### config.mk
export PLATFORM = sky130hd
export DESIGN_NAME = zsound_top
export DESIGN_NICKNAME = d
export VERILOG_FILES = /design/src/zsound_pkg.sv /design/src/z80_port_write.sv /design/src/beeper_port.sv /design/src/covox_dac.sv /design/src/sound_out.sv /design/src/zsound_top.sv
export SDC_FILE = /design/constraint.sdc
export NUM_CORES = 1
export LEC_CHECK = 0
export BUFFER_PORTS_ARGS = -buffer_cell sky130_fd_sc_hd__buf_2
export CORE_MARGIN = 2
export CORE_UTILIZATION = 30
export CTS_CLUSTER_DIAMETER = 80
export CTS_CLUSTER_SIZE = 20
export DETAILED_ROUTE_END_ITERATION = 8
export GPL_ROUTABILITY_DRIVEN = 0
export REMOVE_ABC_BUFFERS = 1
export SLEW_MARGIN = 10
export SYNTH_ARGS = -nofsm -noshare
export SYNTH_HDL_FRONTEND = slang
export SYNTH_SLANG_ARGS = --single-unit
### constraint.sdc
create_clock -name fclk -period 3.03 [get_ports fclk]
set_clock_uncertainty 0.05 [all_clocks]
set_input_delay 0.4545 -clock fclk [delete_from_list [all_inputs] [get_ports fclk]]
set_output_delay 0.4545 -clock fclk [all_outputs]
set_load 0.01 [all_outputs]
### src/zsound_pkg.sv
package zsound_pkg;

	////////////////////////////////////////////////////////////
	// bus widths
	////////////////////////////////////////////////////////////

	localparam int ADDR_W = 16;
	localparam int DATA_W = 8;

	// one extra bit on top of the sample for the modulator carry
	localparam int ACC_W  = DATA_W + 1;

	typedef logic [ADDR_W-1:0] z80_addr_t;
	typedef logic [DATA_W-1:0] z80_data_t;

	// covox sample is a plain byte off the data bus
	typedef logic [DATA_W-1:0] covox_sample_t;

	typedef logic [ACC_W-1:0]  dac_acc_t;

	////////////////////////////////////////////////////////////
	// port map
	////////////////////////////////////////////////////////////

	// covox lives at #FB, only the low address byte is decoded
	localparam logic [7:0] PORT_COVOX = 8'hFB;

	// bits of the #FE byte that feed the sound path
	localparam int BEEP_BIT = 4;
	localparam int TAPE_BIT = 3;

	////////////////////////////////////////////////////////////
	// clock domain crossing
	////////////////////////////////////////////////////////////

	// flops per Z80 strobe before it is used in fclk logic
	localparam int SYNC_STAGES = 2;

endpackage

### src/z80_port_write.sv
module z80_port_write import zsound_pkg::*; (
	input  logic      fclk,
	input  logic      rst_n,

	// raw Z80 strobes, asynchronous to fclk
	input  logic      iorq_n,
	input  logic      wr_n,
	input  logic      m1_n,

	input  z80_addr_t a,
	input  z80_data_t d_in,

	output logic      iowr_s,
	output z80_addr_t wa,
	output z80_data_t wd
);

	////////////////////////////////////////////////////////////
	// strobe synchronizers
	////////////////////////////////////////////////////////////

	// chains hold the active-low levels as sampled
	logic [SYNC_STAGES-1:0] iorq_sync;
	logic [SYNC_STAGES-1:0] wr_sync;
	logic [SYNC_STAGES-1:0] m1_sync;

	always_ff @(posedge fclk) begin
		if (!rst_n) begin
			iorq_sync <= '1;
			wr_sync   <= '1;
			m1_sync   <= '1;
		end else begin
			iorq_sync <= {iorq_sync[SYNC_STAGES-2:0], iorq_n};
			wr_sync   <= {wr_sync[SYNC_STAGES-2:0], wr_n};
			m1_sync   <= {m1_sync[SYNC_STAGES-2:0], m1_n};
		end
	end

	////////////////////////////////////////////////////////////
	// write start detection
	////////////////////////////////////////////////////////////

	logic io_write;
	logic io_write_q;
	logic io_write_qq;
	logic io_start;

	// iorq with m1 is an int acknowledge, never a port write
	assign io_write = !iorq_sync[SYNC_STAGES-1] && !wr_sync[SYNC_STAGES-1] &&
		m1_sync[SYNC_STAGES-1];

	// rising edge of the registered condition
	assign io_start = io_write_q && !io_write_qq;

	always_ff @(posedge fclk) begin
		if (!rst_n) begin
			io_write_q  <= 1'b0;
			io_write_qq <= 1'b0;
			iowr_s      <= 1'b0;
		end else begin
			io_write_q  <= io_write;
			io_write_qq <= io_write_q;
			iowr_s      <= io_start;
		end
	end

	////////////////////////////////////////////////////////////
	// bus capture
	////////////////////////////////////////////////////////////

	// the bus has long been stable by now, so a plain capture is safe
	always_ff @(posedge fclk) begin
		if (io_start) begin
			wa <= a;
			wd <= d_in;
		end
	end

endmodule

### src/beeper_port.sv
module beeper_port import zsound_pkg::*; (
	input  logic      fclk,
	input  logic      rst_n,

	// synchronized write from z80_port_write
	input  logic      iowr_s,
	input  z80_addr_t wa,
	input  z80_data_t wd,

	// 0 picks the beeper, 1 picks tape out
	input  logic      beeper_mux,

	output logic      beep_level,
	output logic      beep_wr
);

	logic port_hit;
	logic beep_bit;
	logic tape_bit;

	////////////////////////////////////////////////////////////
	// #FE decode
	////////////////////////////////////////////////////////////

	// spectrum ula style, any even address is #FE
	assign port_hit = iowr_s && !wa[0];

	always_ff @(posedge fclk) begin
		if (!rst_n) begin
			beep_bit <= 1'b0;
			tape_bit <= 1'b0;
			beep_wr  <= 1'b0;
		end else begin
			beep_wr <= port_hit;
			if (port_hit) begin
				beep_bit <= wd[BEEP_BIT];
				tape_bit <= wd[TAPE_BIT];
			end
		end
	end

	////////////////////////////////////////////////////////////
	// output select
	////////////////////////////////////////////////////////////

	// mux is a live level, switching it needs no new write
	always_comb begin
		if (beeper_mux) begin
			beep_level = tape_bit;
		end else begin
			beep_level = beep_bit;
		end
	end

endmodule

### src/covox_dac.sv
module covox_dac import zsound_pkg::*; (
	input  logic      fclk,
	input  logic      rst_n,

	// synchronized write from z80_port_write
	input  logic      iowr_s,
	input  z80_addr_t wa,
	input  z80_data_t wd,

	output logic      dac_bit,
	output logic      covox_wr
);

	logic          port_hit;
	covox_sample_t sample;
	dac_acc_t      acc;

	////////////////////////////////////////////////////////////
	// #FB decode and sample latch
	////////////////////////////////////////////////////////////

	// full low byte compare, high byte is don't care
	assign port_hit = iowr_s && (wa[7:0] == PORT_COVOX);

	always_ff @(posedge fclk) begin
		if (!rst_n) begin
			sample   <= '0;
			covox_wr <= 1'b0;
		end else begin
			covox_wr <= port_hit;
			if (port_hit) begin
				sample <= covox_sample_t'(wd);
			end
		end
	end

	////////////////////////////////////////////////////////////
	// first order sigma-delta
	////////////////////////////////////////////////////////////

	// carry out of the low byte is the pulse density output.
	// with a constant sample v the carry fires v times per 256 clocks
	always_ff @(posedge fclk) begin
		if (!rst_n) begin
			acc <= '0;
		end else begin
			acc <= dac_acc_t'(acc[DATA_W-1:0]) + dac_acc_t'(sample);
		end
	end

	assign dac_bit = acc[ACC_W-1];

endmodule

### src/sound_out.sv
module sound_out (
	input  logic fclk,
	input  logic rst_n,

	// beeper / tape out source
	input  logic beep_level,
	input  logic beep_wr,

	// covox source
	input  logic dac_bit,
	input  logic covox_wr,

	output logic beep
);

	////////////////////////////////////////////////////////////
	// last writer tracking
	////////////////////////////////////////////////////////////

	// 0 is the beeper, 1 is the covox
	logic last_covox;
	logic next_covox;

	// write pulses never coincide, the ports are disjoint
	always_comb begin
		next_covox = last_covox;
		if (beep_wr) begin
			next_covox = 1'b0;
		end else if (covox_wr) begin
			next_covox = 1'b1;
		end
	end

	always_ff @(posedge fclk) begin
		if (!rst_n) begin
			last_covox <= 1'b0;
		end else begin
			last_covox <= next_covox;
		end
	end

	////////////////////////////////////////////////////////////
	// output register
	////////////////////////////////////////////////////////////

	// uses the updated selection so a fresh write shows up at once
	always_ff @(posedge fclk) begin
		if (!rst_n) begin
			beep <= 1'b0;
		end else begin
			beep <= next_covox ? dac_bit : beep_level;
		end
	end

endmodule

### src/zsound_top.sv
module zsound_top import zsound_pkg::*; (
	input  logic      fclk,
	input  logic      rst_n,

	// Z80 bus
	input  logic      iorq_n,
	input  logic      wr_n,
	input  logic      m1_n,
	input  z80_addr_t a,
	input  z80_data_t d_in,

	// beeper or tape out onto the pin
	input  logic      beeper_mux,

	output logic      beep
);

	// synchronized port write
	logic      iowr_s;
	z80_addr_t wa;
	z80_data_t wd;

	logic beep_level;
	logic beep_wr;
	logic dac_bit;
	logic covox_wr;

	////////////////////////////////////////////////////////////
	// Z80 write into fclk domain
	////////////////////////////////////////////////////////////

	z80_port_write port_write (
		.fclk   (fclk),
		.rst_n  (rst_n),
		.iorq_n (iorq_n),
		.wr_n   (wr_n),
		.m1_n   (m1_n),
		.a      (a),
		.d_in   (d_in),
		.iowr_s (iowr_s),
		.wa     (wa),
		.wd     (wd)
	);

	////////////////////////////////////////////////////////////
	// sound sources
	////////////////////////////////////////////////////////////

	beeper_port beeper (
		.fclk       (fclk),
		.rst_n      (rst_n),
		.iowr_s     (iowr_s),
		.wa         (wa),
		.wd         (wd),
		.beeper_mux (beeper_mux),
		.beep_level (beep_level),
		.beep_wr    (beep_wr)
	);

	covox_dac covox (
		.fclk     (fclk),
		.rst_n    (rst_n),
		.iowr_s   (iowr_s),
		.wa       (wa),
		.wd       (wd),
		.dac_bit  (dac_bit),
		.covox_wr (covox_wr)
	);

	// last written source drives the pin
	sound_out sound (
		.fclk       (fclk),
		.rst_n      (rst_n),
		.beep_level (beep_level),
		.beep_wr    (beep_wr),
		.dac_bit    (dac_bit),
		.covox_wr   (covox_wr),
		.beep       (beep)
	);

endmodule

==> results of run 1 <==
-- worst reg2reg max path, delay by kind of cell, from the launching register on --
family                     cells  cell delay (ns)
DFF                            1             0.31
and+or+nand+nor                1             0.18
adders and majority gates      2             0.65
AOI/OAI and AO/OA              3             0.61
-- metrics by stage --
stage | setup WS (ns) | hold WS, ns | power, mW
6_report | 1.14 | 0.281 | 1.08
5_1_grt | 1.05 | 0.262 | 1.13
4_1_cts | 1.14 | 0.270 | 1.10
3_5_place_dp | 1.17 | 0.326 | 0.708
3_3_place_gp | 1.16 | 0.325 | 0.708
2_1_floorplan | 1.26 | 0.322 | 0.690
-- power groups by stage --
stage                     clock network [mW]  registers [mW]  logic (mW)
after floorplan                            0           0.684     0.00618
after global placement                     0           0.684      0.0238
after detailed placement                   0           0.684      0.0239
after CTS                              0.406           0.669      0.0241
after global routing                   0.436           0.669      0.0268
final                                  0.389           0.669      0.0232
-- registers in the layout (all words and copies together) (netlist names), 2 cells and up --
| signal | count |
|---|---|
| port_write.wr_sync | 2 |
| port_write.iorq_sync | 2 |
| port_write.wd | 8 |
| covox.sample | 8 |
| port_write.m1_sync | 2 |
| covox.acc | 9 |
| port_write.wa | 8 |
-- layout make-up --
class / instances / share of cell area [%]
clock buffers: 6 / 4.01
clock inverters: 2 / 0.668
inverters: 3 / 0.547
multi-input cells: 88 / 29.9
flip-flops and latches: 48 / 54.4
well taps: 72 / 4.37
repair buffers: 24 / 6.08
-- logic make-up after synthesis --
family | synth area share (%)
DFF | 63.5
adders and majority gates | 6.80
and+or+nand+nor | 13.4
xor gates and xnor gates | 1.49
AOI/OAI and AO/OA | 6.37
muxes | 6.80
buffers and inverters | 1.70
-- final timing paths --
| path | start | end | slack (ns) | cells past startpoint |
|---|---|---|---|---|
| worst max-delay path | covox.acc[0] | covox.acc[6] | 1.14 | 6 |
| worst min-delay path | a[0] | port_write.wa[0] | 0.28 | 1 |
| worst min register to register | port_write.iorq_sync[1] | port_write.io_write_q | 0.34 | 1 |
| worst max register to register | covox.acc[0] | covox.acc[6] | 1.14 | 6 |
-- metal layers --
| metal | vias up | part of all wire [%] | wire length [microns] |
|---|---|---|---|
| li1 | 546 | - | - |
| met1 | 471 | 50 | 1280 |
| met2 | 20 | 44 | 1130 |
| met3 | 2 | 4.8 | 123 |
| met4 | 0 | 1.5 | 38 |
| met5 | - | 0 | 0 |
-- cell usage after synthesis (all sizes together) --
cell,instances,area [sq um]
xor2,1,8.76
o31ai,1,7.51
nor3b,1,7.51
o21a,1,7.51
a21oi,7,38.8
a211oi,1,7.51
nor2b,2,12.5
clkbuf,2,7.51
edfxtp,16,480
nand2,5,18.8
nor2,17,63.8
and2,7,45.1
o21ai,4,20.0
nand2b,7,43.8
fa,1,20.0
inv,3,11.3
xnor2,2,17.5
mux2i,12,120
nor4,1,12.5
a211o,1,8.76
nand3,2,10.0
nor3,2,10.0
ha,8,100
nand4,1,6.26
a21o,1,7.51
o21bai,2,15.0
buf,1,11.3
dfxtp,32,641
and3,1,6.26
==> flow_summary.json, run 1 <==
{
  "drt-initial-drc-count": 41,
  "cts-resized-gates": 0,
  "finish.cell_count_without_fillers": 243,
  "placed_area_sq_mm": 0.00196,
  "worstPathArrival_ns": 2.03,
  "min_period_over_period_pct": 62.5,
  "switchingPower_mw": 0.214,
  "clock-sinks": 48,
  "post-route-util_pct": 36.7,
  "fin_nets": 209,
  "synth.ff_latch_count": 48,
  "multi_input_area_sq_um": 616,
  "max-cap-violations": 0,
  "layout-drive-gt1-share_pct": 20.5,
  "crit_fanout": 3,
  "grt_pass1_vias": 1010,
  "cts_tree": "yes",
  "dp.cells": 235,
  "die_w_microns": 80.7,
  "finalMaxSlewViolations": 0,
  "p_seq_share_pct": 61.9,
  "p_int_mw": 0.867,
  "insertion_delay_ns": 0.29,
  "grt_pass1_wl_microns": 4370,
  "hp-class": "in2reg",
  "worstSetupEndpointType": "flip-flop",
  "dr.pass1.iters": 4,
  "setup_viol": 0,
  "synth_warnings": 0,
  "portBuffers": 22,
  "ys_types": 31,
  "startpoint_type": "flip-flop",
  "tightest_slew_ns": 0.490,
  "cp_cell_sequence": "ha_1 > fa_1 > a21oi_2 > o21ai_0 > a211o_1 > and3_1",
  "clockRootBuffer": "clkbuf_8",
  "clockBufferDepth": 2,
  "total_leakage_power_nw": 0.842,
  "syn_area_sq_mm": 0.00177,
  "synthCells": 142,
  "ant_nets": 0,
  "final_cell_mix": "dfxtp_1 (32), buf_2 (22), nor2_1 (17)",
  "finalCriticalPeriod_ns": 1.89,
  "p_comb_share_pct": 2.2,
  "grtUsageMet1_pct": 11.4,
  "grt.total_usage_pct": 9.09,
  "num-fill-cells": 575,
  "cp_top_family": "adder cells",
  "io_pins": 31,
  "met3_usage_pct": 3.22,
  "cts_made_buffers": 5,
  "num_rows": 27,
  "seq_area_frac_synth_pct": 63.5,
  "final_common_cell": "dfxtp_1",
  "tns_ns": 0,
  "area_delta_synth_final_pct": 16.6,
  "met2_usage_pct": 13.6,
  "via_per_inst": 4.28,
  "wl_per_cell_microns": 10.6,
  "die_y_microns": 80.7,
  "clkPwrFrac_pct": 36.0,
  "worstPathRequired_ns": 3.17,
  "avgSynthCellArea_sq_um": 12.4,
  "critPathBufInv": 0,
  "antenna_found_initial": 0,
  "post_cts.repair.setup_buffers": 0,
  "hold_violations": 0,
  "h-tree-depth": 2,
  "antenna_cells": 0,
  "max_stage_delay_ns": 0.43,
  "grt_max_degree": 20,
  "ir_drop_v": 0.000223,
  "critical_path_class": "reg2reg",
  "start_util_pct": 31.5,
  "switching_share_pct": 19.8,
  "crit_slowest_cell": "fa_1",
  "hpwlAfterDp_microns": 1800,
  "holdBufCountCts": 0,
  "grt_overflow": 0,
  "clkTransAtPathRegs_ns": 0.09,
  "grt-busiest-layer": "met2",
  "seq_area_sq_mm": 0.00112,
  "fin_area_sq_mm": 0.00206,
  "relSlewSlack_pct": 67.3,
  "clock.fmax_ghz": 0.528,
  "dieArea_sq_mm": 0.00652,
  "drc": 0,
  "outcome": "finished, final reports clean",
  "num_vias": 1039,
  "rsz0062_at_grt": "false",
  "core_region_area_sq_mm": 0.00561,
  "wirelength_microns": 2570,
  "power.density_mw_per_mm2": 525
}
Note: power is estimated with default switching activity, not from simulation.
==> run 2: changes to the inputs <==
==> constraint.sdc (replaced) <==
create_clock -name fclk -period 1.7 [get_ports fclk]
set_clock_uncertainty 0.05 [all_clocks]
set_input_delay 0.255 -clock fclk [delete_from_list [all_inputs] [get_ports fclk]]
set_output_delay 0.255 -clock fclk [all_outputs]
set_load 0.01 [all_outputs]
==> flow_summary.json, run 2 (same netlist as run 1, synthesis figures left out) <==
{
  "outcome": "finished, final reports clean",
  "dr.pass1.iters": 4,
  "cts_made_buffers": 5,
  "wirelength_microns": 2700,
  "num_rows": 27,
  "final_cell_mix": "dfxtp_1 (30), buf_2 (22), nor2_1 (17)",
  "ant_nets": 0,
  "finalCriticalPeriod_ns": 1.70,
  "startpoint_type": "flip-flop",
  "clock-sinks": 48,
  "hp-start": "d_in[1]",
  "post-route-util_pct": 37.7,
  "grt_max_degree": 20,
  "whs_path_depth": 1,
  "grt_pass1_wl_microns": 4470,
  "total_leakage_power_nw": 0.849,
  "post_cts.repair.setup_buffers": 0,
  "min_period_over_period_pct": 99.9,
  "tns_ns": 0,
  "clock.fmax_ghz": 0.589,
  "relSlewSlack_pct": 65.5,
  "insertion_delay_ns": 0.29,
  "core_region_area_sq_mm": 0.00561,
  "worstSetupEndpointType": "flip-flop",
  "timing.hold.ws_ns": 0.0788,
  "hpwlAfterDp_microns": 1860,
  "antenna_cells": 0,
  "clkTransAtPathRegs_ns": 0.09,
  "antenna_found_initial": 0,
  "worstPathRequired_ns": 1.85,
  "max-cap-violations": 0,
  "hp-class": "in2reg",
  "start_util_pct": 31.5,
  "r2r-end": "covox.acc[4]",
  "ir_drop_v": 0.000545,
  "rr_worst_depth": 7,
  "worstPathArrival_ns": 1.84,
  "grt_pass1_vias": 1033,
  "grt.total_usage_pct": 9.23,
  "num_vias": 1067,
  "via_per_inst": 4.32,
  "clockBufferDepth": 2,
  "finalMaxSlewViolations": 0,
  "portBuffers": 22,
  "r2r-start": "covox.sample[0]",
  "drc": 0,
  "h-tree-depth": 2,
  "critical_path_class": "reg2reg",
  "clockRootBuffer": "clkbuf_8",
  "hold_violations": 0,
  "die_w_microns": 80.7,
  "tightest_slew_ns": 0.517,
  "crit_fanout": 3,
  "reg2reg_slack_ns": 0.001,
  "cts_tree": "yes",
  "io_pins": 31,
  "drt-initial-drc-count": 34,
  "area_delta_synth_final_pct": 19.6,
  "dieArea_sq_mm": 0.00652,
  "die_y_microns": 80.7,
  "final_common_cell": "dfxtp_1",
  "power.density_mw_per_mm2": 896,
  "rsz0062_at_grt": "true",
  "layout-drive-gt1-share_pct": 25.1,
  "setup_viol": 0,
  "largest_reg_flops": 9,
  "top_register": "covox.acc",
  "wl_per_cell_microns": 10.9,
  "grt_overflow": 0,
  "fin_nets": 213,
  "holdPathEnd": "port_write.wd[1]"
}
[run 2: cell type report]
type                            instances  area [sq um]
Clock buffer                            5          68.8
Clock inverter                          3          17.5
Fill cell                             561          3490
Inverter                                3          11.3
Multi-Input combinational cell         88           647
Sequential cell                        48          1120
Tap cell                               72          90.1
Timing Repair Buffer                   28           155
[run 2: worst max path at each step]
stage                          from            to  slack, ns  cells past startpoint
finish              covox.sample[0]  covox.acc[4]      0.001                      7
floorplan              covox.acc[0]  covox.acc[6]      -0.07                      6
CTS                 covox.sample[0]  covox.acc[6]    0.00002                      6
global route        covox.sample[0]  covox.acc[4]      -0.07                      7
detailed placement     covox.acc[0]  covox.acc[6]      -0.13                      6
global placement       covox.acc[0]  covox.acc[6]      -0.12                      6
[run 2: what timing repair did]
item                                    in CTS  in global routing
gates resized for setup                      6                  3
hold buffers                                 0                  0
endpoints found under the setup margin       3                  3
hold endpoints to repair                     0                  0
pin swaps                                    4                  3
[run 2: worst max-delay path: stages (launching register included)]
cell	delay [ns]
dfxtp_2	0.34
ha_4	0.16
fa_2	0.37
a21oi_4	0.20
buf_4	0.13
o21bai_1	0.06
xor2_1	0.14
and2_1	0.15
[run 2: per-layer routing]
| layer | track usage (%) | routed length [microns] | up-vias |
|---|---|---|---|
| met4 | 4.58 | 55 | 0 |
| met2 | 14.0 | 1130 | 24 |
| li1 | - | - | 554 |
| met3 | 3.00 | 131 | 5 |
| met5 | 0 | 0 | - |
| met1 | 11.9 | 1390 | 484 |
[run 2: power breakdown]
group | leakage [nW] | internal, mW | switching [mW]
combinational | 0.399 | 0.0220 | 0.0202
sequential | 0.404 | 1.19 | 0.00170
clock | 0.0460 | 0.288 | 0.372
total | 0.849 | 1.50 | 0.394
[run 2: stage by stage]
step | total power, mW | std cells | cell area [sq um] | setup WS, ns
2_1_floorplan | 1.23 | 139 | 1750 | -0.0704
3_3_place_gp | 1.26 | 239 | 1990 | -0.123
3_5_place_dp | 1.26 | 239 | 1990 | -0.133
4_1_cts | 1.92 | 247 | 2100 | 0.0000235
5_1_grt | 1.96 | 247 | 2110 | -0.0681
6_report | 1.89 | 247 | 2110 | 0.00124
